--- config.mk ---
export PLATFORM = sky130hd
export DESIGN_NAME = gemm_streamer
export DESIGN_NICKNAME = d
export VERILOG_FILES = /design/src/hw/gemm_pkg.sv /design/src/hw/gemm_streamer.sv
export VERILOG_INCLUDE_DIRS = /design/src /design/src/include
export SDC_FILE = /design/constraint.sdc
export NUM_CORES = 1
export LEC_CHECK = 0
export ABC_CLOCK_PERIOD_IN_PS = 2960
export BUFFER_PORTS_ARGS = -buffer_cell sky130_fd_sc_hd__buf_2
export CAP_MARGIN = 25
export CELL_PAD_IN_SITES_DETAIL_PLACEMENT = 2
export CELL_PAD_IN_SITES_GLOBAL_PLACEMENT = 2
export CORE_ASPECT_RATIO = 0.75
export CORE_MARGIN = 10
export CORE_UTILIZATION = 34
export CTS_CLUSTER_SIZE = 10
export DETAILED_ROUTE_END_ITERATION = 16
export HOLD_SLACK_MARGIN = 0.15
export PLACE_DENSITY = 0.79
export SYNTH_ARGS = -nofsm -noshare
export SYNTH_HDL_FRONTEND = slang
export SYNTH_SLANG_ARGS = --single-unit
--- constraint.sdc ---
create_clock -name clk_i -period 2.96 [get_ports clk_i]
set_clock_uncertainty 0.15 [all_clocks]
set_input_delay 0.74 -clock clk_i [delete_from_list [all_inputs] [get_ports clk_i]]
set_output_delay 0.74 -clock clk_i [all_outputs]
set_load 0.05 [all_outputs]
--- src/include/gemm_defines.svh ---
// Widths, lane count, register map and scratchpad size for the GEMM accelerator RTL
`ifndef GEMM_DEFINES_SVH
`define GEMM_DEFINES_SVH

// Datapath widths
`define GEMM_ELEM_W       16
`define GEMM_ARRAY_WIDTH  2
`define GEMM_WORD_W       32
`define GEMM_DIM_W        4

// Scratchpad geometry
`define GEMM_MEM_DEPTH    256
`define GEMM_MEM_AW       8

// APB register map, byte offsets
`define GEMM_APB_AW       12
`define GEMM_REG_CTRL     12'h000
`define GEMM_REG_STATUS   12'h004
`define GEMM_REG_M        12'h008
`define GEMM_REG_K        12'h00C
`define GEMM_REG_XBASE    12'h010
`define GEMM_REG_WBASE    12'h014
`define GEMM_REG_YBASE    12'h018
`define GEMM_REG_ZBASE    12'h01C
`define GEMM_MEM_WINDOW   12'h400

`endif

--- src/hw/gemm_pkg.sv ---
// State and opcode types shared by the GEMM accelerator stages, imported where needed
`default_nettype none

package gemm_pkg;

  // Job controller in the register file
  typedef enum logic [1:0] {
    IDLE = 2'd0,
    RUN  = 2'd1,
    DONE = 2'd2
  } ctrl_state_e;

  // Fetch sequence per row of X
  typedef enum logic [2:0] {
    F_IDLE  = 3'd0,
    F_Y     = 3'd1,
    F_X     = 3'd2,
    F_W     = 3'd3,
    F_STORE = 3'd4
  } fetch_state_e;

  // Opcode that travels with every pipeline read
  typedef enum logic [1:0] {
    OP_LOAD_Y = 2'd0,
    OP_LOAD_X = 2'd1,
    OP_MAC_W  = 2'd2,
    OP_STORE  = 2'd3
  } pipe_op_e;

endpackage : gemm_pkg

`default_nettype wire

--- src/hw/gemm_streamer.sv ---
// Fetch stage that walks rows and the K dimension, issuing one tagged scratchpad read per cycle
`timescale 1ns/1ns
`default_nettype none
`include "gemm_defines.svh"

module gemm_streamer (
  input  wire                          clk_i,
  input  wire                          rst_i,
  input  wire                          start_i,
  input  wire  [`GEMM_DIM_W-1:0]       m_i,
  input  wire  [`GEMM_DIM_W-1:0]       k_i,
  input  wire  [`GEMM_MEM_AW-1:0]      xbase_i,
  input  wire  [`GEMM_MEM_AW-1:0]      wbase_i,
  input  wire  [`GEMM_MEM_AW-1:0]      ybase_i,
  input  wire  [`GEMM_MEM_AW-1:0]      zbase_i,
  output logic                         rd_valid_o,
  output logic [`GEMM_MEM_AW-1:0]      rd_addr_o,
  output gemm_pkg::pipe_op_e           rd_op_o,
  output logic [`GEMM_MEM_AW-1:0]      zaddr_o,
  output logic                         job_end_o
);
  import gemm_pkg::*;

  fetch_state_e            state_q;
  logic [`GEMM_DIM_W-1:0]  row_q;
  logic [`GEMM_DIM_W-1:0]  kc_q;
  logic [`GEMM_DIM_W-1:0]  m_q;
  logic [`GEMM_DIM_W-1:0]  k_q;
  logic [`GEMM_MEM_AW-1:0] wbase_q;
  logic [`GEMM_MEM_AW-1:0] x_ptr_q;
  logic [`GEMM_MEM_AW-1:0] y_ptr_q;
  logic [`GEMM_MEM_AW-1:0] z_ptr_q;
  logic [`GEMM_MEM_AW-1:0] kc_ext;
  logic                    last_k;
  logic                    last_row;
  logic                    last_store;
  logic [2:0]              end_sr_q;

  assign kc_ext     = {{(`GEMM_MEM_AW-`GEMM_DIM_W){1'b0}}, kc_q};
  assign last_k     = (kc_q == k_q - `GEMM_DIM_W'(1));
  assign last_row   = (row_q == m_q - `GEMM_DIM_W'(1));
  assign last_store = (state_q == F_STORE) && last_row;

  // X rows are contiguous, so the X pointer simply runs through the job
  always_comb begin
    rd_valid_o = (state_q != F_IDLE);
    rd_op_o    = OP_LOAD_Y;
    rd_addr_o  = y_ptr_q;
    case (state_q)
      F_X: begin
        rd_op_o   = OP_LOAD_X;
        rd_addr_o = x_ptr_q;
      end
      F_W: begin
        rd_op_o   = OP_MAC_W;
        rd_addr_o = wbase_q + kc_ext;
      end
      F_STORE: begin
        rd_op_o   = OP_STORE;
        rd_addr_o = z_ptr_q;
      end
      default: ;
    endcase
  end

  assign zaddr_o = z_ptr_q;

  // Job end lines up with the write of the last Z row
  assign job_end_o = end_sr_q[2];

  always_ff @(posedge clk_i) begin
    if (rst_i) begin
      state_q  <= F_IDLE;
      row_q    <= '0;
      kc_q     <= '0;
      end_sr_q <= '0;
    end else begin
      end_sr_q <= {end_sr_q[1:0], last_store};
      case (state_q)
        F_IDLE: begin
          if (start_i) begin
            state_q <= F_Y;
            row_q   <= '0;
            kc_q    <= '0;
          end
        end
        F_Y: state_q <= F_X;
        F_X: state_q <= F_W;
        F_W: begin
          if (last_k) begin
            kc_q    <= '0;
            state_q <= F_STORE;
          end else begin
            kc_q    <= kc_q + `GEMM_DIM_W'(1);
            state_q <= F_X;
          end
        end
        F_STORE: begin
          row_q   <= row_q + `GEMM_DIM_W'(1);
          state_q <= last_row ? F_IDLE : F_Y;
        end
        default: state_q <= F_IDLE;
      endcase
    end
  end

  // Job snapshot and address pointers
  always_ff @(posedge clk_i) begin
    if (state_q == F_IDLE && start_i) begin
      m_q     <= m_i;
      k_q     <= k_i;
      wbase_q <= wbase_i;
      x_ptr_q <= xbase_i;
      y_ptr_q <= ybase_i;
      z_ptr_q <= zbase_i;
    end else begin
      if (state_q == F_X) begin
        x_ptr_q <= x_ptr_q + `GEMM_MEM_AW'(1);
      end
      if (state_q == F_STORE) begin
        y_ptr_q <= y_ptr_q + `GEMM_MEM_AW'(1);
        z_ptr_q <= z_ptr_q + `GEMM_MEM_AW'(1);
      end
    end
  end

endmodule : gemm_streamer

`default_nettype wire

Word level (Yosys, flattened, before mapping)
Cells that the tools add are included.
- flip-flop bits (word level): 54
- logic and storage cells: 51
- output and inout port bits: 20
- input bits: 43
- eq/ne operators: 7
- muxes and demuxes: 16
- $add $sub $neg: 8
- reduce and logical (&&, ||, !) cells: 10
- operator list (operator ; count):
    8-bit 2-to-1 mux ; 6
    8-bit by 1-bit adder with 8-bit output (second input constant) ; 3
    8-bit case mux with 3 select lines ; 1
    4-bit case mux with 2 select lines ; 2
    3-bit case mux with 5 select lines ; 1
    4-bit by 1-bit adder with 4-bit output (second input constant) ; 2
    8-bit by 4-bit adder with 8-bit output ; 1
    4-bit equality test ; 2
    4-bit 2-to-1 mux ; 2
    2-bit nonzero test ; 4
    4-bit by 1-bit subtractor with 4-bit output (second input constant) ; 2
    3-bit by 2-bit equality test with 1-bit output (second input constant) ; 2
    3-bit 2-to-1 mux ; 2
    2-bit case mux with 3 select lines ; 1
    2-bit AND reduction ; 2
    3-bit by 1-bit equality test with 1-bit output (second input constant) ; 1
    3-bit equality test (second input constant) ; 1
    3-bit zero test ; 1
    3-bit nonzero test ; 1
    1-bit logical AND ; 2
    2-bit inequality test (second input constant) ; 1
    1-bit 2-to-1 mux ; 1

Logic depth before layout (Yosys ltp)
- word-level depth: 4
- mapped depth: 8
- mapped depth without buffers: 8

Least setup slack after synthesis
Ideal clock, no wire load.
- path type: reg-to-output
- start point: register kc_q[0]
- end point: output port rd_addr_o[2]
- required time: 2.070 ns
- setup slack: -0.379 ns
- arrival time: 2.449 ns
- stages on the path, launching flop included: 9
- path buffers: 0
- cells stage by stage: dfxtp_1 ha_1 inv_1 fa_1 xnor2_1 mux2i_1 nor2_1 a21oi_1 o21ai_0
- longest elaborated chain between the ends: 2
- ends and longest elaborated chain (what ; line ; source):
    from (decl) ; gemm_streamer.sv:26 ; logic [`GEMM_DIM_W-1:0] kc_q;
    from (signal assigned) ; gemm_streamer.sv:94 ; kc_q <= kc_q + `GEMM_DIM_W'(1);
    8-bit by 4-bit adder with 8-bit output ; gemm_streamer.sv:56 ; rd_addr_o = wbase_q + kc_ext;
    8-bit case mux with 3 select lines ; gemm_streamer.sv:49 ; case (state_q)
    to (decl) ; gemm_streamer.sv:17 ; output logic [`GEMM_MEM_AW-1:0] rd_addr_o,
No other way between the ends.

Worst setup path after layout
- start point: register kc_q[0]
- end point: output port rd_addr_o[6]
Same word-level chain as after synthesis.

==> impl_metrics.env <==
export IMPL_final_core_util_pct=44.50
export IMPL_grt_start_max_net_pins=40
export IMPL_ys_seq_area_share_pct=49.46
export IMPL_synth_cell_types=41
export IMPL_grt_pass1_wl_um=15630
export IMPL_multiInputGateArea_mm2=0.001516
export IMPL_synth_top_area_share_pct=40.10
export IMPL_drv_cap=0
export IMPL_synthArstFlopShare_pct=0
export IMPL_violations="negative setup slack"
export IMPL_antenna_found_initial=0
export IMPL_gp_congestion=0.8017
export IMPL_syn_nets=357
export IMPL_synth_flop_cell="edfxtp_1"
export IMPL_wl_per_cell_um=19.95
export IMPL_cts_buffers=5
export IMPL_dp_hpwl_um=7448
export IMPL_setup_violations=1
export IMPL_yosys_area_share_simple_pct=17.21
export IMPL_fin_crit_sh_pct=100.8
export IMPL_cts_max_level=2
export IMPL_p_leak_nw=1.527
export IMPL_maxClockFrequency_mhz=335.3
export IMPL_crit_arrival_ps=2090
export IMPL_rows=29
export IMPL_synth_compound_area_share_pct=12.24
export IMPL_synth_mux_area_share_pct=2.381
export IMPL_drive_above_1_share_pct=29.33
export IMPL_clk_latency_ps=290
export IMPL_dieHeight_um=101.3
export IMPL_status="finished, violations left"
export IMPL_gr_usage_all_layers_pct=14.94
export IMPL_yosysWarnings=0
export IMPL_synth_commonest_cells="nand2_1, edfxtp_1, o21ai_0"
export IMPL_synth_top_family_by_area="simple AND/OR/NAND/NOR gates"
export IMPL_clock_sinks=54
export IMPL_io_pins=63
export IMPL_finalWorstSetupSlack_ps=-22.33
export IMPL_ant_nets=0
export IMPL_postCtsHoldBufs=0
export IMPL_drt_wl_total_um=9637
export IMPL_synth_edff_count=40
export IMPL_grt_pass1_vias=2785
export IMPL_drt_first_pass_iters=4
export IMPL_port_buffers=62
export IMPL_die_area_mm2=0.01300
export IMPL_die_w_um=128.4
export IMPL_vdd_drop_max_uv=254.5
export IMPL_cts_tree="done"
export IMPL_fill_cells=898
export IMPL_drtIter0Drc=122
export IMPL_synth_xor_area_share_pct=10.23
export IMPL_final_hold_viol_count=0
export IMPL_dpl_worst_slack_ps=69.39
export IMPL_initial_core_util_pct=35.13
export IMPL_crit_fanout=2
export IMPL_path_clk_slew_ps=70
export IMPL_hold_class="reg2reg"
export IMPL_synth_area_leaders="edfxtp_1, dfxtp_1, xor2_1"
export IMPL_critical_path_required_ps=2070
export IMPL_synth_cells=302
export IMPL_period_minus_slack_ps=2982
export IMPL_seq_area_mm2=0.001484
export IMPL_clockBufferDepth=2
export IMPL_nNetsFinal=429
export IMPL_vias=2540
export IMPL_cts_root_buf="clkbuf_16"
export IMPL_syn2layout_area_growth_pct=26.69
export IMPL_remaining_drc_errors=0
export IMPL_synth_seq_cells=54
export IMPL_antenna_cells=0
export IMPL_tightestPinTransition_ps=731.1
export IMPL_avgViaCountPerCell=5.259
export IMPL_p_per_area_mw_per_mm2=555.0
export IMPL_rsz0062_at_grt="yes"
export IMPL_yosys_area_top_type="edfxtp_1"
export IMPL_cp_end_kind="output port"
export IMPL_cp_start_kind="flip-flop"
export IMPL_overflow=0
export IMPL_timing_final_max_slew_violations=0
export IMPL_critPathKind="reg2out"
export IMPL_synthAdderAreaFrac_pct=5.263
export IMPL_synth_area_mm2=0.002995
export IMPL_core_area_mm2=0.008527
export IMPL_max_slew_margin_pct=50.88
export IMPL_yosysMostFrequentCell="nand2_1"
export IMPL_syn_area_per_cell_um2=9.918
## repair_timing
| action | 4_1_cts | 5_1_grt |
|---|---|---|
| cloned | 0 | 0 |
| endpoints found under the setup margin | 7 | 7 |
| gates resized for setup | 23 | 12 |
| buffers inserted | 1 | 2 |
| pin swaps | 7 | 12 |
## registers in the layout (all words and copies together) (netlist names)
name and cells:
end_sr_q 3, zaddr_o 8, wbase_q 8, x_ptr_q 8, row_q 4, state_q 3
k_q 4, m_q 4, y_ptr_q 8, kc_q 4
## layout make-up
cell class | count | area share [%]
Clock buffer | 7 | 3.759
Clock inverter | 1 | 0.1319
Inverter | 13 | 1.286
Multi-Input combinational cell | 223 | 39.96
Sequential cell | 54 | 39.10
Tap cell | 108 | 3.561
Timing Repair Buffer | 77 | 12.20
## cell families after synthesis
kind of cell | Yosys count
and+or+nand+nor | 110
buffers and inverters | 25
xor gates and xnor gates | 35
muxes | 7
DFF | 54
adders and majority gates | 12
AOI/OAI and AO/OA | 59
## metrics by stage
step	instances	power (mW)	area (um2)	hold slack, ps	TNS (ps)
global route	483	2.210	3795	321.1	-691.4
CTS	481	2.124	3722	296.4	-71.60
detailed placement	472	1.483	3500	279.4	0
finish	483	2.106	3795	291.5	-22.33
global placement	472	1.455	3500	270.7	0
floorplan	302	1.303	3012	263.8	-1.632
## metal layers
metal	part of all wire (%)	GRT usage [%]	wire length [um]
met5	0	0	0
met4	0.38	2.591	37
met3	4.0	3.340	389
met2	48	23.92	4580
met1	48	20.40	4630
## cell usage in the layout, fill, tap and decap left out, types with 2 or more instances in the layout
cell / instances
a211oi_2: 2
a21o_1: 2
a21oi_1: 10
a221oi_1: 2
a22oi_1: 2
a31oi_1: 2
and3_1: 6
buf_2: 55
buf_4: 17
buf_6: 4
clkbuf_16: 5
dfxtp_1: 12
dfxtp_2: 2
edfxtp_1: 40
ha_1: 10
inv_1: 12
mux2i_1: 6
nand2_1: 41
nand3_1: 18
nand4_1: 2
nor2_1: 16
nor2b_1: 2
nor2b_2: 2
nor3_1: 7
nor4_1: 2
o211ai_1: 5
o21ai_0: 21
o21ai_2: 2
or3_1: 5
xnor2_1: 15
xor2_1: 19
## critical path: stages, from the launching register on
cell     delay, ps
dfxtp_1        340
ha_2           200
inv_2           40
fa_2           380
nor2b_2        170
o21ai_2         70
a21oi_1        170
xnor2_1        150
o22ai_2         90
buf_6          170
## final timing paths
path / from / to / slack (ps) / cells after the start
max: kc_q[0] / rd_addr_o[6] / -20 / 9
min: end_sr_q[0] / end_sr_q[1] / 290 / 1
max reg2reg: state_q[2] / x_ptr_q[2] / 720 / 6
min reg2reg: end_sr_q[0] / end_sr_q[1] / 290 / 1
## power by group
part,leakage (nW),switching (mW),total (mW),internal [mW]
Clock,0.0739,0.268,0.604,0.337
Sequential,0.497,0.0776,0.979,0.902
Combinational,0.956,0.331,0.523,0.192
Power figures use the tool's default switching activity.
