`src/include/gemm_defines.svh`:
```
// Widths, lane count, register map and scratchpad size for the GEMM accelerator RTL
`ifndef GEMM_DEFINES_SVH
`define GEMM_DEFINES_SVH

// Datapath widths
`define GEMM_ELEM_W       16
`define GEMM_ARRAY_WIDTH  2
`define GEMM_WORD_W       32
`define GEMM_DIM_W        4

// Scratchpad geometry
`define GEMM_MEM_DEPTH    256
`define GEMM_MEM_AW       8

// APB register map, byte offsets
`define GEMM_APB_AW       12
`define GEMM_REG_CTRL     12'h000
`define GEMM_REG_STATUS   12'h004
`define GEMM_REG_M        12'h008
`define GEMM_REG_K        12'h00C
`define GEMM_REG_XBASE    12'h010
`define GEMM_REG_WBASE    12'h014
`define GEMM_REG_YBASE    12'h018
`define GEMM_REG_ZBASE    12'h01C
`define GEMM_MEM_WINDOW   12'h400

`endif

```
`src/hw/gemm_pkg.sv`:
```
// State and opcode types shared by the GEMM accelerator stages, imported where needed
`default_nettype none

package gemm_pkg;

  // Job controller in the register file
  typedef enum logic [1:0] {
    IDLE = 2'd0,
    RUN  = 2'd1,
    DONE = 2'd2
  } ctrl_state_e;

  // Fetch sequence per row of X
  typedef enum logic [2:0] {
    F_IDLE  = 3'd0,
    F_Y     = 3'd1,
    F_X     = 3'd2,
    F_W     = 3'd3,
    F_STORE = 3'd4
  } fetch_state_e;

  // Opcode that travels with every pipeline read
  typedef enum logic [1:0] {
    OP_LOAD_Y = 2'd0,
    OP_LOAD_X = 2'd1,
    OP_MAC_W  = 2'd2,
    OP_STORE  = 2'd3
  } pipe_op_e;

endpackage : gemm_pkg

`default_nettype wire

```
`src/hw/gemm_apb_regs.sv`:
```
// APB slave that the top level uses for job registers, start and status logic and the scratchpad window
`timescale 1ns/1ns
`default_nettype none
`include "gemm_defines.svh"

module gemm_apb_regs (
  input  wire                          clk_i,
  input  wire                          rst_i,
  input  wire                          psel_i,
  input  wire                          penable_i,
  input  wire                          pwrite_i,
  input  wire  [`GEMM_APB_AW-1:0]      paddr_i,
  input  wire  [`GEMM_WORD_W-1:0]      pwdata_i,
  output logic [`GEMM_WORD_W-1:0]      prdata_o,
  output logic                         pready_o,
  output logic                         pslverr_o,
  input  wire                          job_end_i,
  output logic                         start_o,
  output logic [`GEMM_DIM_W-1:0]       m_o,
  output logic [`GEMM_DIM_W-1:0]       k_o,
  output logic [`GEMM_MEM_AW-1:0]      xbase_o,
  output logic [`GEMM_MEM_AW-1:0]      wbase_o,
  output logic [`GEMM_MEM_AW-1:0]      ybase_o,
  output logic [`GEMM_MEM_AW-1:0]      zbase_o,
  output logic                         busy_o,
  output logic                         done_o,
  output logic                         mem_we_o,
  output logic [`GEMM_MEM_AW-1:0]      mem_addr_o,
  output logic [`GEMM_WORD_W-1:0]      mem_wdata_o,
  input  wire  [`GEMM_WORD_W-1:0]      mem_rdata_i
);
  import gemm_pkg::*;

  ctrl_state_e             state_q;
  logic                    access;
  logic                    reg_hit;
  logic                    win_hit;
  logic                    start_req;
  logic                    err;
  logic                    wr_access;
  logic [`GEMM_APB_AW-1:0] win_off;

  assign access   = psel_i && penable_i;
  assign pready_o = access;
  assign busy_o   = (state_q == RUN);
  assign done_o   = busy_o && job_end_i;

  // Window covers one 32-bit word per scratchpad entry
  assign win_off = paddr_i - `GEMM_MEM_WINDOW;
  assign win_hit = (paddr_i >= `GEMM_MEM_WINDOW) &&
                   (win_off[`GEMM_APB_AW-1:`GEMM_MEM_AW+2] == '0);

  always_comb begin
    case (paddr_i)
      `GEMM_REG_CTRL, `GEMM_REG_STATUS, `GEMM_REG_M, `GEMM_REG_K,
      `GEMM_REG_XBASE, `GEMM_REG_WBASE, `GEMM_REG_YBASE, `GEMM_REG_ZBASE: reg_hit = 1'b1;
      default: reg_hit = 1'b0;
    endcase
  end

  assign start_req = pwrite_i && (paddr_i == `GEMM_REG_CTRL) && pwdata_i[0];

  // Unmapped address, window access while running or a start that cannot run
  assign err = (!reg_hit && !win_hit) ||
               (win_hit && busy_o) ||
               (start_req && (busy_o || (m_o == '0) || (k_o == '0)));

  assign pslverr_o = access && err;
  assign wr_access = access && pwrite_i && !err;
  assign start_o   = wr_access && start_req;

  assign mem_we_o    = wr_access && win_hit;
  assign mem_addr_o  = win_off[`GEMM_MEM_AW+1:2];
  assign mem_wdata_o = pwdata_i;

  always_comb begin
    prdata_o = '0;
    if (psel_i && !pwrite_i && !err) begin
      if (win_hit) begin
        prdata_o = mem_rdata_i;
      end else begin
        // CTRL has no stored bits and reads as zero
        case (paddr_i)
          `GEMM_REG_STATUS: prdata_o = {30'd0, (state_q == DONE), busy_o};
          `GEMM_REG_M:      prdata_o = 32'(m_o);
          `GEMM_REG_K:      prdata_o = 32'(k_o);
          `GEMM_REG_XBASE:  prdata_o = 32'(xbase_o);
          `GEMM_REG_WBASE:  prdata_o = 32'(wbase_o);
          `GEMM_REG_YBASE:  prdata_o = 32'(ybase_o);
          `GEMM_REG_ZBASE:  prdata_o = 32'(zbase_o);
          default:          prdata_o = '0;
        endcase
      end
    end
  end

  always_ff @(posedge clk_i) begin
    if (rst_i) begin
      state_q <= IDLE;
      m_o     <= '0;
      k_o     <= '0;
      xbase_o <= '0;
      wbase_o <= '0;
      ybase_o <= '0;
      zbase_o <= '0;
    end else begin
      if (wr_access) begin
        case (paddr_i)
          `GEMM_REG_M:     m_o     <= pwdata_i[`GEMM_DIM_W-1:0];
          `GEMM_REG_K:     k_o     <= pwdata_i[`GEMM_DIM_W-1:0];
          `GEMM_REG_XBASE: xbase_o <= pwdata_i[`GEMM_MEM_AW-1:0];
          `GEMM_REG_WBASE: wbase_o <= pwdata_i[`GEMM_MEM_AW-1:0];
          `GEMM_REG_YBASE: ybase_o <= pwdata_i[`GEMM_MEM_AW-1:0];
          `GEMM_REG_ZBASE: zbase_o <= pwdata_i[`GEMM_MEM_AW-1:0];
          default: ;
        endcase
      end
      case (state_q)
        IDLE, DONE: if (start_o) state_q <= RUN;
        RUN:        if (job_end_i) state_q <= DONE;
        default:    state_q <= IDLE;
      endcase
    end
  end

  // The fetch stage reports a job end only while a job runs
  assert property (@(posedge clk_i) disable iff (rst_i) job_end_i |-> busy_o);

endmodule : gemm_apb_regs

`default_nettype wire

```
`config.mk`:
```
export PLATFORM = sky130hd
export DESIGN_NAME = gemm_apb_regs
export DESIGN_NICKNAME = d
export VERILOG_FILES = /design/src/hw/gemm_pkg.sv /design/src/hw/gemm_apb_regs.sv
export VERILOG_INCLUDE_DIRS = /design/src /design/src/include
export SDC_FILE = /design/constraint.sdc
export NUM_CORES = 1
export LEC_CHECK = 0
export BUFFER_PORTS_ARGS = -buffer_cell sky130_fd_sc_hd__buf_2
export CAP_MARGIN = 20
export CELL_PAD_IN_SITES_DETAIL_PLACEMENT = 1
export CELL_PAD_IN_SITES_GLOBAL_PLACEMENT = 1
export CORE_MARGIN = 10
export CORE_UTILIZATION = 27
export DETAILED_ROUTE_END_ITERATION = 6
export GPL_TIMING_DRIVEN = 0
export MAX_ROUTING_LAYER = met4
export PLACE_DENSITY = 0.83
export SLEW_MARGIN = 10
export SYNTH_ARGS = -nofsm -noshare
export SYNTH_HDL_FRONTEND = slang
export SYNTH_SLANG_ARGS = --single-unit
export TNS_END_PERCENT = 10
```
`constraint.sdc`:
```
create_clock -name clk_i -period 2.4 [get_ports clk_i]
set_input_delay 0.24 -clock clk_i [delete_from_list [all_inputs] [get_ports clk_i]]
set_output_delay 0.24 -clock clk_i [all_outputs]
set_load 0.01 [all_outputs]
```
== Yosys cells after proc, flatten, opt, wreduce, memory -nomap -nowiden ==
Memories as Yosys holds them, arrays and structs flattened.
Index checks and enable logic that the tools add are counted.

* Register bits after elaboration: 42
* ROM bits: 32
* Input bits: 82
* Word-level logic and storage cells: 65
* Memories: 1

{| class="wikitable"
|+ Memories
! memory !! depth !! bits a word !! rd ports !! clocked after Yosys merged registers in !! write ports !! RTL line !! RTL
|-
| (name not given) || 32 || 1 || 1 || 0 || 0 || gemm_apb_regs.sv:54 || <nowiki>case (paddr_i)</nowiki>
|}

* Add/subtract/negate cells: 1
* Magnitude comparators: 1
* Equal/unequal tests: 11
* Muxes and demuxes: 7
* Reduce and logical (&&, ||, !) cells: 37

{| class="wikitable"
|+ Operators by type and width
! operator !! count
|-
| 32-bit two-way mux || 2
|-
| 8-bit one-hot mux with 7 select lines || 1
|-
| 12-bit by 5-bit == test with 1-bit output (second input constant) || 4
|-
| 12-bit by 4-bit == test with 1-bit output (second input constant) || 2
|-
| 1-bit logical AND || 15
|-
| 2-bit AND reduction || 7
|-
| 12-bit by 3-bit == test with 1-bit output (second input constant) || 1
|-
| 12-bit by 11-bit >= comparator with 1-bit output (second input constant) || 1
|-
| 12-bit logical NOT || 1
|-
| 12-bit by 11-bit subtractor with 12-bit output (second input constant) || 1
|-
| 4-bit logical NOT || 2
|-
| 7-bit logical NOT || 1
|-
| 1-bit logical NOT || 4
|-
| 2-bit logical NOT || 2
|-
| 1-bit logical OR || 4
|-
| 2-bit two-way mux || 2
|-
| 2-bit inequality test (second input constant) || 2
|-
| 2-bit one-hot mux with 2 select lines || 1
|-
| 2-bit by 1-bit == test with 1-bit output (second input constant) || 1
|-
| 2-bit == test (second input constant) || 1
|-
| 2-bit OR reduction || 1
|-
| 1-bit two-way mux || 1
|}

== Longest topological paths before layout ==
Gate-level depths: netlist (run 1).

* Depth after elaboration: 12
* Depth in mapped cells: 8
* Gate-level depth less buffers: 5

== Worst setup path before layout (run 1) ==
Ideal clock, no wire load.

* Path kind: input to output
* From: in paddr_i[1]
* To: out prdata_o[10]
* Data arrival time: 2060 ps
* Data required time: 2160 ps
* Slack: 100 ps
* Stages: 7
* Buffers on the path: 2
* Cell sequence: or4_4 > buf_6 > or4_1 > a21boi_2 > nor3_1 > clkbuf_1 > and2_1

* Longest elaborated chain between the ends: 10
* Elaborated cells between the ends (all ways): 20

{| class="wikitable"
|+ Ends and longest elaborated chain
! what !! RTL line !! RTL
|-
| from (decl) || gemm_apb_regs.sv:12 || <nowiki>input wire [`GEMM_APB_AW-1:0] paddr_i,</nowiki>
|-
| 12-bit by 11-bit subtractor with 12-bit output (no line) || n/a ||
|-
| 2-bit logical NOT || gemm_apb_regs.sv:51 || <nowiki>(win_off[`GEMM_APB_AW-1:`GEMM_MEM_AW+2] == '0);</nowiki>
|-
| 1-bit logical AND || gemm_apb_regs.sv:50 || <nowiki>assign win_hit = (paddr_i >= `GEMM_MEM_WINDOW) &&</nowiki>
|-
| 1-bit logical NOT || gemm_apb_regs.sv:64 || <nowiki>assign err = (!reg_hit && !win_hit) ||</nowiki>
|-
| 1-bit logical AND || gemm_apb_regs.sv:64 ||
|-
| 1-bit logical OR || gemm_apb_regs.sv:64 ||
|-
| 1-bit logical OR || gemm_apb_regs.sv:65 || <nowiki>(win_hit && busy_o) ||</nowiki>
|-
| 1-bit logical NOT || gemm_apb_regs.sv:78 || <nowiki>if (psel_i && !pwrite_i && !err) begin</nowiki>
|-
| 1-bit logical AND || gemm_apb_regs.sv:78 ||
|-
| 32-bit two-way mux * || gemm_apb_regs.sv:78 ||
|-
| to (decl) || gemm_apb_regs.sv:14 || <nowiki>output logic [`GEMM_WORD_W-1:0] prdata_o,</nowiki>
|}

Every way passes the cells marked *; elsewhere a longest branch is shown, timed or not.

== Worst setup path after layout (run 1) ==
* From: in paddr_i[10]
* To: out prdata_o[0]

The elaborated chain is that of the path after synthesis.

==> results of run 1 <==
## cell usage in the layout (no fill, tap or decap), types with 10 or more instances in the layout
master   instances
a21oi_1         38
a22oi_1         10
and2_1          12
and2_4          14
buf_2          158
buf_4           50
buf_6           19
dfxtp_1         42
mux2i_1         10
nand2_1         73
nor2_1          12
## kinds of logic after synthesis
family,count (synthesis)
multiplexers,20
AO/OA/AOI/OAI,65
buffers and inverters,64
flip-flops,42
AND/OR/NAND/NOR,146
## state kept, by name, summed over array words and instances (netlist names)
register,cells
wbase_o,8
m_o,4
k_o,4
ybase_o,8
zbase_o,8
state_q,2
xbase_o,8
## critical path, delay by kind of cell
kind | cells | cell delay (ps)
AOI/OAI and AO/OA | 2 | 220
buffers and inverters | 4 | 590
and+or+nand+nor | 3 | 1140
## report_power, final
part           switching [mW]  internal (mW)
sequential          0.0000172          0.696
clock                   0.274          0.312
combinational           0.145          0.142
## metal layers
layer / track usage [%] / wire (microns) / vias to the layer above
met5: - / 0 / -
met4: 3.05 / 163 / 0
met3: 5.19 / 1040 / 16
met2: 35.7 / 7260 / 143
met1: 20.0 / 5330 / 1548
li1: - / - / 1482
## worst max path at each step
| stage | from | to | depth (start not counted) |
|---|---|---|---|
| after floorplan | paddr_i[1] | prdata_o[10] | 7 |
| after global placement | paddr_i[11] | prdata_o[9] | 9 |
| after detailed placement | paddr_i[11] | prdata_o[9] | 9 |
| after CTS | paddr_i[9] | prdata_o[22] | 8 |
| after global routing | paddr_i[10] | prdata_o[16] | 8 |
| final | paddr_i[10] | prdata_o[0] | 9 |
## through the flow
step / cells / power (mW) / TNS [ps] / util (%)
after floorplan: 337 / 0.842 / 0 / -
after global placement: 638 / 0.964 / -14230 / 38.9
after detailed placement: 638 / 0.970 / -18610 / 38.9
after CTS: 655 / 1.56 / -322 / 43.0
after global routing: 657 / 1.62 / -1960 / 44.0
final: 657 / 1.57 / -341 / 44.0
## timing repair
action | CTS | global route
buffers inserted | 9 | 2
pin swaps | 27 | 3
cloned | 2 | 0
resized for setup | 48 | 20
setup endpoints to repair | 46 | 38
## final cells by class
type / count / area (sq um) / share of cell area (%)
Buffer: 57 / 402 / 9.74
Clock buffer: 5 / 68.8 / 1.67
Clock inverter: 3 / 43.8 / 1.06
Inverter: 5 / 18.8 / 0.455
Multi-Input combinational cell: 231 / 1520 / 36.9
Sequential cell: 42 / 841 / 20.4
Tap cell: 129 / 161 / 3.91
Timing Repair Buffer: 185 / 1070 / 25.9
==> impl_metrics.env, run 1 <==
export IMPL_overflow=0
export IMPL_cts_clk_slew_worst_paths_ps=90
export IMPL_h_tree_depth=2
export IMPL_failed_checks="setup timing"
export IMPL_setup_ws_ps=-40.2
export IMPL_outcome="finished with violations"
export IMPL_via_count=3189
export IMPL_route_detailed_drc=0
export IMPL_die_w_microns=119
export IMPL_synthXorXnorAreaFrac_pct=0
export IMPL_async_reset_ff_share_pct=0
export IMPL_wire_per_inst_microns=21.0
export IMPL_min_path_type="in2reg"
export IMPL_core_area_sq_mm=0.00937
export IMPL_synthAdderAreaFrac_pct=0
export IMPL_cts_tree="yes"
export IMPL_drt_wl_total_microns=13800
export IMPL_synth_top_family_by_area="simple AND/OR/NAND/NOR gates"
export IMPL_port_buffers=172
export IMPL_die_height_microns=119
export IMPL_grt_pass1_vias=3555
export IMPL_cts_root_buf="clkbuf_8"
export IMPL_firstDrtPassIters=4
export IMPL_drive_gt1_share_pct=54.4
export IMPL_p_leak_nw=2.00
export IMPL_start_util_pct=28.0
export IMPL_routed_via_density=4.85
export IMPL_synthMuxAreaShare_pct=8.54
export IMPL_netlist_area_sq_mm=0.00262
export IMPL_synth_compound_area_share_pct=14.7
export IMPL_cp_slowest_cell="or4_4"
export IMPL_avgSynthCellArea_sq_um=7.79
export IMPL_r2r_cells=5
export IMPL_timing_rr_start="state_q[0]$_SDFFE_PP0P_"
export IMPL_worstPathRequired_ps=2160
export IMPL_nets=609
export IMPL_gp_congestion=0.803
export IMPL_crit_fanout=8
export IMPL_synth_top_cell_by_area="dfxtp_1"
export IMPL_max_cap_viol_count=0
export IMPL_worstSetupStartpointType="input port"
export IMPL_hpwl_microns=10800
export IMPL_path_class="in2out"
export IMPL_hold_viol=0
export IMPL_drt_initial_drc_count=137
export IMPL_p_per_area_mw_per_mm2=380
export IMPL_finClkSkew_ps=1.30
export IMPL_worstReg2RegEnd="state_q[1]$_SDFFE_PP0P_"
export IMPL_design_area_sq_mm=0.00413
export IMPL_dpl_cell_area_sq_mm=0.00365
export IMPL_seq_area_frac_synth_pct=32.0
export IMPL_clock_sinks=42
export IMPL_antenna_left=0
export IMPL_synth_top_area_share_pct=32.0
export IMPL_clock_path_buffers=2
export IMPL_slew_headroom_pct=55.7
export IMPL_syn_inst=337
export IMPL_fmax_mhz=410
export IMPL_syn_num_nets=419
export IMPL_areaGrowthSynthToFinish_pct=57.2
export IMPL_min_to="ybase_o[7]$_SDFFE_PP0P_"
export IMPL_io_pins=200
export IMPL_nFillCells=1206
export IMPL_numCtsBuffers=5
export IMPL_synth_seq_cells=42
export IMPL_synth_edff_count=0
export IMPL_grt_total_usage_pct=19.2
export IMPL_fin_crit_sh_pct=102
export IMPL_yosys_warnings=0
export IMPL_synthDistinctLibCells=39
export IMPL_ys_top_cells_by_area="dfxtp_1, buf_4, nand2_1"
export IMPL_grt_pass1_wl_microns=21100
export IMPL_diodes=0
export IMPL_layout_min_cycle_time_ps=2440
export IMPL_die_area_sq_mm=0.0141
export IMPL_yosys_cell_count_top_type="nand2_1"
export IMPL_worstSkewPairLatency_ps=310
export IMPL_synth_simple_area_share_pct=29.1
export IMPL_drv_slew=0
export IMPL_crit_arrival_ps=2200
export IMPL_hp_start="pwdata_i[7]"
export IMPL_finalSetupViolCount=23
export IMPL_ys_top_cells_by_count="nand2_1, a21oi_1, dfxtp_1, buf_4, and2_1"
export IMPL_tightest_slew_ps=664
export IMPL_rsz0062_at_grt="true"
export IMPL_ir_drop_mv=0.199
export IMPL_synth_flop_cell="dfxtp_1"
export IMPL_max_stage_delay_ps=590
export IMPL_whs_path_depth=3
export IMPL_dp_slack_ps=-418
export IMPL_grt_max_degree=15
export IMPL_regToRegSetupSlack_ps=790
export IMPL_crit_chain="buf_8, or4_4, buf_4, or4_4, buf_6, nor2b_2, a21oi_1, a21oi_1, buf_2"
export IMPL_antenna_found_initial=0
export IMPL_whs_ps=213
export IMPL_crit_path_end_kind="primary output"
export IMPL_cts_hold_buf=0
export IMPL_rows=35
Note: power is estimated with default switching activity, not from simulation.
==> run 2: changes to the inputs <==
--- a/config.mk
+++ b/config.mk
@@ -12,6 +12,7 @@
 export CELL_PAD_IN_SITES_GLOBAL_PLACEMENT = 1
 export CORE_MARGIN = 10
 export CORE_UTILIZATION = 27
+export CTS_BUF_LIST = sky130_fd_sc_hd__clkbuf_4
 export DETAILED_ROUTE_END_ITERATION = 6
 export GPL_TIMING_DRIVEN = 0
 export MAX_ROUTING_LAYER = met4
==> run 2 against run 1 <==
  * The flow still finishes with violations (setup timing)
  * Critical path type unchanged
  * Sequential power hardly changed
  * Hold slack worse by 71 ps
  * Utilization down 0.37 points
  * Maximum frequency increased by 0.81%
  * Largest cell class unchanged
  * Via count down 1.6%
  * Routed wire length is 0.67% lower
  * Register-to-register slack better by 60 ps
  * Highest routed layer unchanged
  * Final area down 0.85%
  * Cell count rose by 0.15%
  * Critical path depth unchanged
  * Die area unchanged
  * Sequential share of layout area grew 0.54 points
==> impl_metrics.env, run 2 (synthesis gave the netlist of run 1 again) <==
export IMPL_die_w_microns=119
export IMPL_route_detailed_drc=0
export IMPL_drt_initial_drc_count=184
export IMPL_antenna_found_initial=0
export IMPL_numCtsBuffers=5
export IMPL_routed_via_density=4.77
export IMPL_drive_gt1_share_pct=55.8
export IMPL_cts_clk_slew_worst_paths_ps=130
export IMPL_finalSetupViolCount=9
export IMPL_cts_hold_buf=0
export IMPL_nets=610
export IMPL_slew_headroom_pct=50.6
export IMPL_ff_latch_area_sq_um=856
export IMPL_crit_path_end_kind="primary output"
export IMPL_clock_sinks=42
export IMPL_die_area_sq_mm=0.0141
export IMPL_via_count=3138
export IMPL_worstPathRequired_ps=2160
export IMPL_port_buffers=172
export IMPL_fmax_mhz=413
export IMPL_drt_wl_total_microns=13700
export IMPL_crit_arrival_ps=2180
export IMPL_drv_slew=0
export IMPL_nFillCells=1199
export IMPL_gp_congestion=0.803
export IMPL_ir_drop_mv=0.194
export IMPL_dp_cells=638
export IMPL_setup_ws_ps=-20.5
export IMPL_layout_min_cycle_time_ps=2420
export IMPL_total_power_mw=1.46
export IMPL_finClkSkew_ps=0.908
export IMPL_failed_checks="setup timing"
export IMPL_tightest_slew_ps=735
export IMPL_antenna_left=0
export IMPL_p_leak_nw=1.98
export IMPL_grt_pass1_wl_microns=21000
export IMPL_wire_per_inst_microns=20.8
export IMPL_worstSetupStartpointType="input port"
export IMPL_cts_root_buf="clkbuf_4"
export IMPL_die_height_microns=119
export IMPL_clock_path_buffers=2
export IMPL_h_tree_depth=2
export IMPL_diodes=0
export IMPL_multi_input_area_sq_mm=0.00150
export IMPL_crit_fanout=8
export IMPL_fin_setup_tns_ps=-66.0
export IMPL_core_area_sq_mm=0.00937
export IMPL_min_path_type="in2reg"
export IMPL_overflow=0
export IMPL_worstSkewPairLatency_ps=360
export IMPL_cts_tree="yes"
export IMPL_p_per_area_mw_per_mm2=356
export IMPL_rows=35
export IMPL_path_class="in2out"
export IMPL_grt_total_usage_pct=19.1
export IMPL_final_cell_mix="buf_2, nand2_1, buf_4"
export IMPL_outcome="finished with violations"
export IMPL_grt_pass1_vias=3550
export IMPL_fin_cells=658
export IMPL_hpwl_microns=10800
export IMPL_grt_max_degree=15
export IMPL_firstDrtPassIters=4
export IMPL_rsz0062_at_grt="true"
export IMPL_max_cap_viol_count=0
export IMPL_start_util_pct=28.0
export IMPL_io_pins=200
export IMPL_hold_viol=0
export IMPL_fin_crit_sh_pct=101
export IMPL_areaGrowthSynthToFinish_pct=55.9
export IMPL_layout_commonest_cell="buf_2"
## run 2: changes by cell type in the layout (fill, tap and decap cells not counted), sizes merged
cell	change
buf	+2
clkbuf	-1
## run 2: worst max-delay path: stages
cell and delay [ps]:
buf_6 90, or4_4 580, buf_4 160, or4_4 410, buf_6 170, nor2b_2 130
a21oi_1 50, a21oi_1 180, buf_2 160
## run 2: per-layer routing
metal	vias to the layer above	global-route usage, %	share of wire [%]
li1	1482	-	-
met1	1506	20.0	38
met2	139	35.2	53
met3	11	5.28	7.7
met4	0	3.59	1.0
met5	-	-	0
## run 2: what timing repair did
| item | 4_1_cts | 5_1_grt |
|---|---|---|
| gates resized for setup | 54 | 20 |
| setup buffers | 8 | 4 |
| cloned | 2 | 0 |
| pin swaps | 28 | 4 |
| endpoints found under the setup margin | 37 | 30 |
## run 2: through the flow
step	hold WS (ps)	worst slack [ps]	instance area, sq um	utilization [%]
2_1_floorplan	380	99.7	2620	-
3_3_place_gp	448	-349	3650	38.9
3_5_place_dp	462	-418	3650	38.9
4_1_cts	137	-26.2	3990	42.6
5_1_grt	141	-94.5	4090	43.6
6_report	142	-20.5	4090	43.6
## run 2: final cells by class
| type | instances | area share, % |
|---|---|---|
| plain buffers | 57 | 9.73 |
| clock buffers | 5 | 0.918 |
| clock inverters | 3 | 1.07 |
| inverters | 5 | 0.459 |
| multi-input cells | 231 | 36.8 |
| flip-flops and latches | 42 | 20.9 |
| well taps | 129 | 3.95 |
| repair buffers | 186 | 26.2 |
## run 2: power by group
group,internal [mW],switching [mW]
combinational,0.139,0.143
sequential,0.696,0.0000171
clock,0.221,0.256
total,1.06,0.399
## run 2: worst paths after layout
path / start / to / slack (ps) / cells after the start
setup / recovery: paddr_i[10] / prdata_o[0] / -20 / 9
hold / removal: job_end_i / state_q[1]$_SDFFE_PP0P_ / 140 / 3
setup reg to reg: k_o[2]$_SDFFE_PP0P_ / state_q[1]$_SDFFE_PP0P_ / 850 / 5
hold reg to reg: ybase_o[3]$_SDFFE_PP0P_ / ybase_o[3]$_SDFFE_PP0P_ / 480 / 2
==> run 3: changes to the inputs <==
--- a/config.mk
+++ b/config.mk
@@ -11,12 +11,12 @@
 export CELL_PAD_IN_SITES_DETAIL_PLACEMENT = 1
 export CELL_PAD_IN_SITES_GLOBAL_PLACEMENT = 1
 export CORE_MARGIN = 10
-export CORE_UTILIZATION = 27
+export CORE_UTILIZATION = 25
 export CTS_BUF_LIST = sky130_fd_sc_hd__clkbuf_4
 export DETAILED_ROUTE_END_ITERATION = 6
 export GPL_TIMING_DRIVEN = 0
 export MAX_ROUTING_LAYER = met4
-export PLACE_DENSITY = 0.83
+export PLACE_DENSITY = 0.81
 export SLEW_MARGIN = 10
 export SYNTH_ARGS = -nofsm -noshare
 export SYNTH_HDL_FRONTEND = slang
==> constraint.sdc (replaced) <==
create_clock -name clk_i -period 2.2 [get_ports clk_i]
set_input_delay 0.22 -clock clk_i [delete_from_list [all_inputs] [get_ports clk_i]]
set_output_delay 0.22 -clock clk_i [all_outputs]
set_load 0.01 [all_outputs]
==> run 3 against run 2 <==
  * Clock skew is essentially flat
  * Routed wire length shrank 2.3%
  * Register-to-register slack lost 230 ps
  * Sequential power grew 9.2%
  * Highest routed layer unchanged
  * The flow still finishes with violations (setup timing)
  * Power grew 10%
  * Largest power group unchanged
  * Cell count grew 1.5%
  * Global-route usage shrank 2.4 points
==> impl_metrics.env, run 3 (synthesis gave the netlist of run 1 again) <==
export IMPL_cts_hold_buf=0
export IMPL_nets=613
export IMPL_worstReg2RegEnd="state_q[1]$_SDFFE_PP0P_"
export IMPL_cts_root_buf="clkbuf_4"
export IMPL_io_pins=200
export IMPL_port_buffers=172
export IMPL_finClkSkew_ps=0.482
export IMPL_die_height_microns=122
export IMPL_grt_total_usage_pct=16.7
export IMPL_rsz0062_at_grt="true"
export IMPL_grt_max_degree=14
export IMPL_routed_via_density=4.70
export IMPL_crit_path_end_kind="primary output"
export IMPL_startpoint="paddr_i[10]"
export IMPL_antenna_found_initial=0
export IMPL_nFillCells=1260
export IMPL_clock_path_buffers=2
export IMPL_numCtsBuffers=5
export IMPL_h_tree_depth=2
export IMPL_crit_fanout=5
export IMPL_layout_min_cycle_time_ps=2370
export IMPL_path_class="in2out"
export IMPL_worstSkewPairLatency_ps=360
export IMPL_via_count=3139
export IMPL_wl_met1_microns=5230
export IMPL_p_per_area_mw_per_mm2=377
export IMPL_p_leak_nw=2.03
export IMPL_die_w_microns=122
export IMPL_wire_per_inst_microns=20.1
export IMPL_firstDrtPassIters=4
export IMPL_slew_headroom_pct=53.2
export IMPL_final_cell_mix="buf_2, nand2_1, buf_4"
export IMPL_crit_arrival_ps=2150
export IMPL_drv_slew=0
export IMPL_met2_length_microns=6880
export IMPL_rows=37
export IMPL_regToRegSetupSlack_ps=620
export IMPL_whs_ps=129
export IMPL_clock_sinks=42
export IMPL_tightest_slew_ps=702
export IMPL_min_path_type="in2reg"
export IMPL_areaGrowthSynthToFinish_pct=62.1
export IMPL_core_area_sq_mm=0.0103
export IMPL_die_area_sq_mm=0.0150
export IMPL_fmax_mhz=422
export IMPL_worstSetupStartpointType="input port"
export IMPL_failed_checks="setup timing"
export IMPL_drt_wl_total_microns=13400
export IMPL_outcome="finished with violations"
export IMPL_grt_pass1_vias=3292
export IMPL_dr_wl_met3_microns=1170
export IMPL_fin_crit_sh_pct=108
export IMPL_cts_tree="yes"
export IMPL_max_cap_viol_count=0
export IMPL_hold_viol=0
export IMPL_finalSetupViolCount=35
export IMPL_fin_setup_tns_ps=-4560
export IMPL_gp_congestion=0.885
export IMPL_layout_commonest_cell="buf_2"
export IMPL_top_layer_used="met4"
export IMPL_overflow=0
export IMPL_dp_cells=645
export IMPL_crit_path_end="prdata_o[28]"
export IMPL_hpwl_microns=10600
export IMPL_route_detailed_drc=0
export IMPL_antenna_left=0
export IMPL_diodes=0
export IMPL_drt_initial_drc_count=126
export IMPL_r2r_cells=5
export IMPL_setup_ws_ps=-170
export IMPL_start_util_pct=25.5
export IMPL_worstPathRequired_ps=1980
export IMPL_total_power_mw=1.60
export IMPL_fin_cells=668
export IMPL_cts_clk_slew_worst_paths_ps=140
export IMPL_timing_rr_start="state_q[0]$_SDFFE_PP0P_"
export IMPL_ir_drop_mv=0.245
export IMPL_grt_pass1_wl_microns=19100
export IMPL_drive_gt1_share_pct=58.3
-- run 3: cell count changes in the layout (fill, tap and decap cells not counted), sizes merged --
cell	previous run	this run
clkinv	1	0
clkinvlp	0	1
inv	6	5
clkbuf	15	19
-- run 3: cell type report --
class,count,area (sq um),share of cell area (%)
multi-input cells,231,1550,36.5
repair buffers,189,1170,27.6
flip-flops and latches,42,851,20.0
plain buffers,57,405,9.53
well taps,136,170,4.00
clock buffers,6,45.0,1.06
clock inverters,2,37.5,0.883
inverters,5,18.8,0.441
-- run 3: timing repair --
item / 4_1_cts / 5_1_grt
setup buffers: 5 / 11
gates cloned: 2 / 0
pin swaps: 25 / 13
endpoints found under the setup margin: 51 / 50
gates resized for setup: 38 / 40
-- run 3: critical path, cell delays in order --
cell and delay [ps]:
buf_6 90, or4_4 550, or4_4 530, a21boi_4 240, nor3_4 90, buf_6 140
and2_4 150, buf_2 140
-- run 3: routing by layer --
metal,vias up,GRT usage (%)
li1,1492,-
met1,1495,18.5
met2,143,30.0
met3,9,4.45
met4,0,2.43
met5,-,-
-- run 3: worst min-delay path by stage --
stage                               to  cells after the start               startpoint
2_1_floorplan  wbase_o[0]$_SDFFE_PP0P_                      2              pwdata_i[0]
4_1_cts        zbase_o[7]$_SDFFE_PP0P_                      3              pwdata_i[7]
5_1_grt        zbase_o[7]$_SDFFE_PP0P_                      3              pwdata_i[7]
3_5_place_dp   wbase_o[5]$_SDFFE_PP0P_                      2  wbase_o[5]$_SDFFE_PP0P_
3_3_place_gp   zbase_o[6]$_SDFFE_PP0P_                      2  zbase_o[6]$_SDFFE_PP0P_
6_report       state_q[1]$_SDFFE_PP0P_                      3                job_end_i
-- run 3: per-stage QoR --
stage | instance area [sq um] | setup WS (ps) | utilization, %
finish | 4250 | -170 | 41.4
global route | 4250 | -234 | 41.4
CTS | 4070 | -299 | 39.6
detailed placement | 3750 | -500 | 36.5
global placement | 3750 | -447 | 36.5
floorplan | 2720 | -23.6 | -
-- run 3: power breakdown --
part	leakage, nW	internal (mW)	switching (mW)
clock	0.0419	0.252	0.265
sequential	0.342	0.760	0.0000181
combinational	1.65	0.164	0.163
total	2.03	1.18	0.428
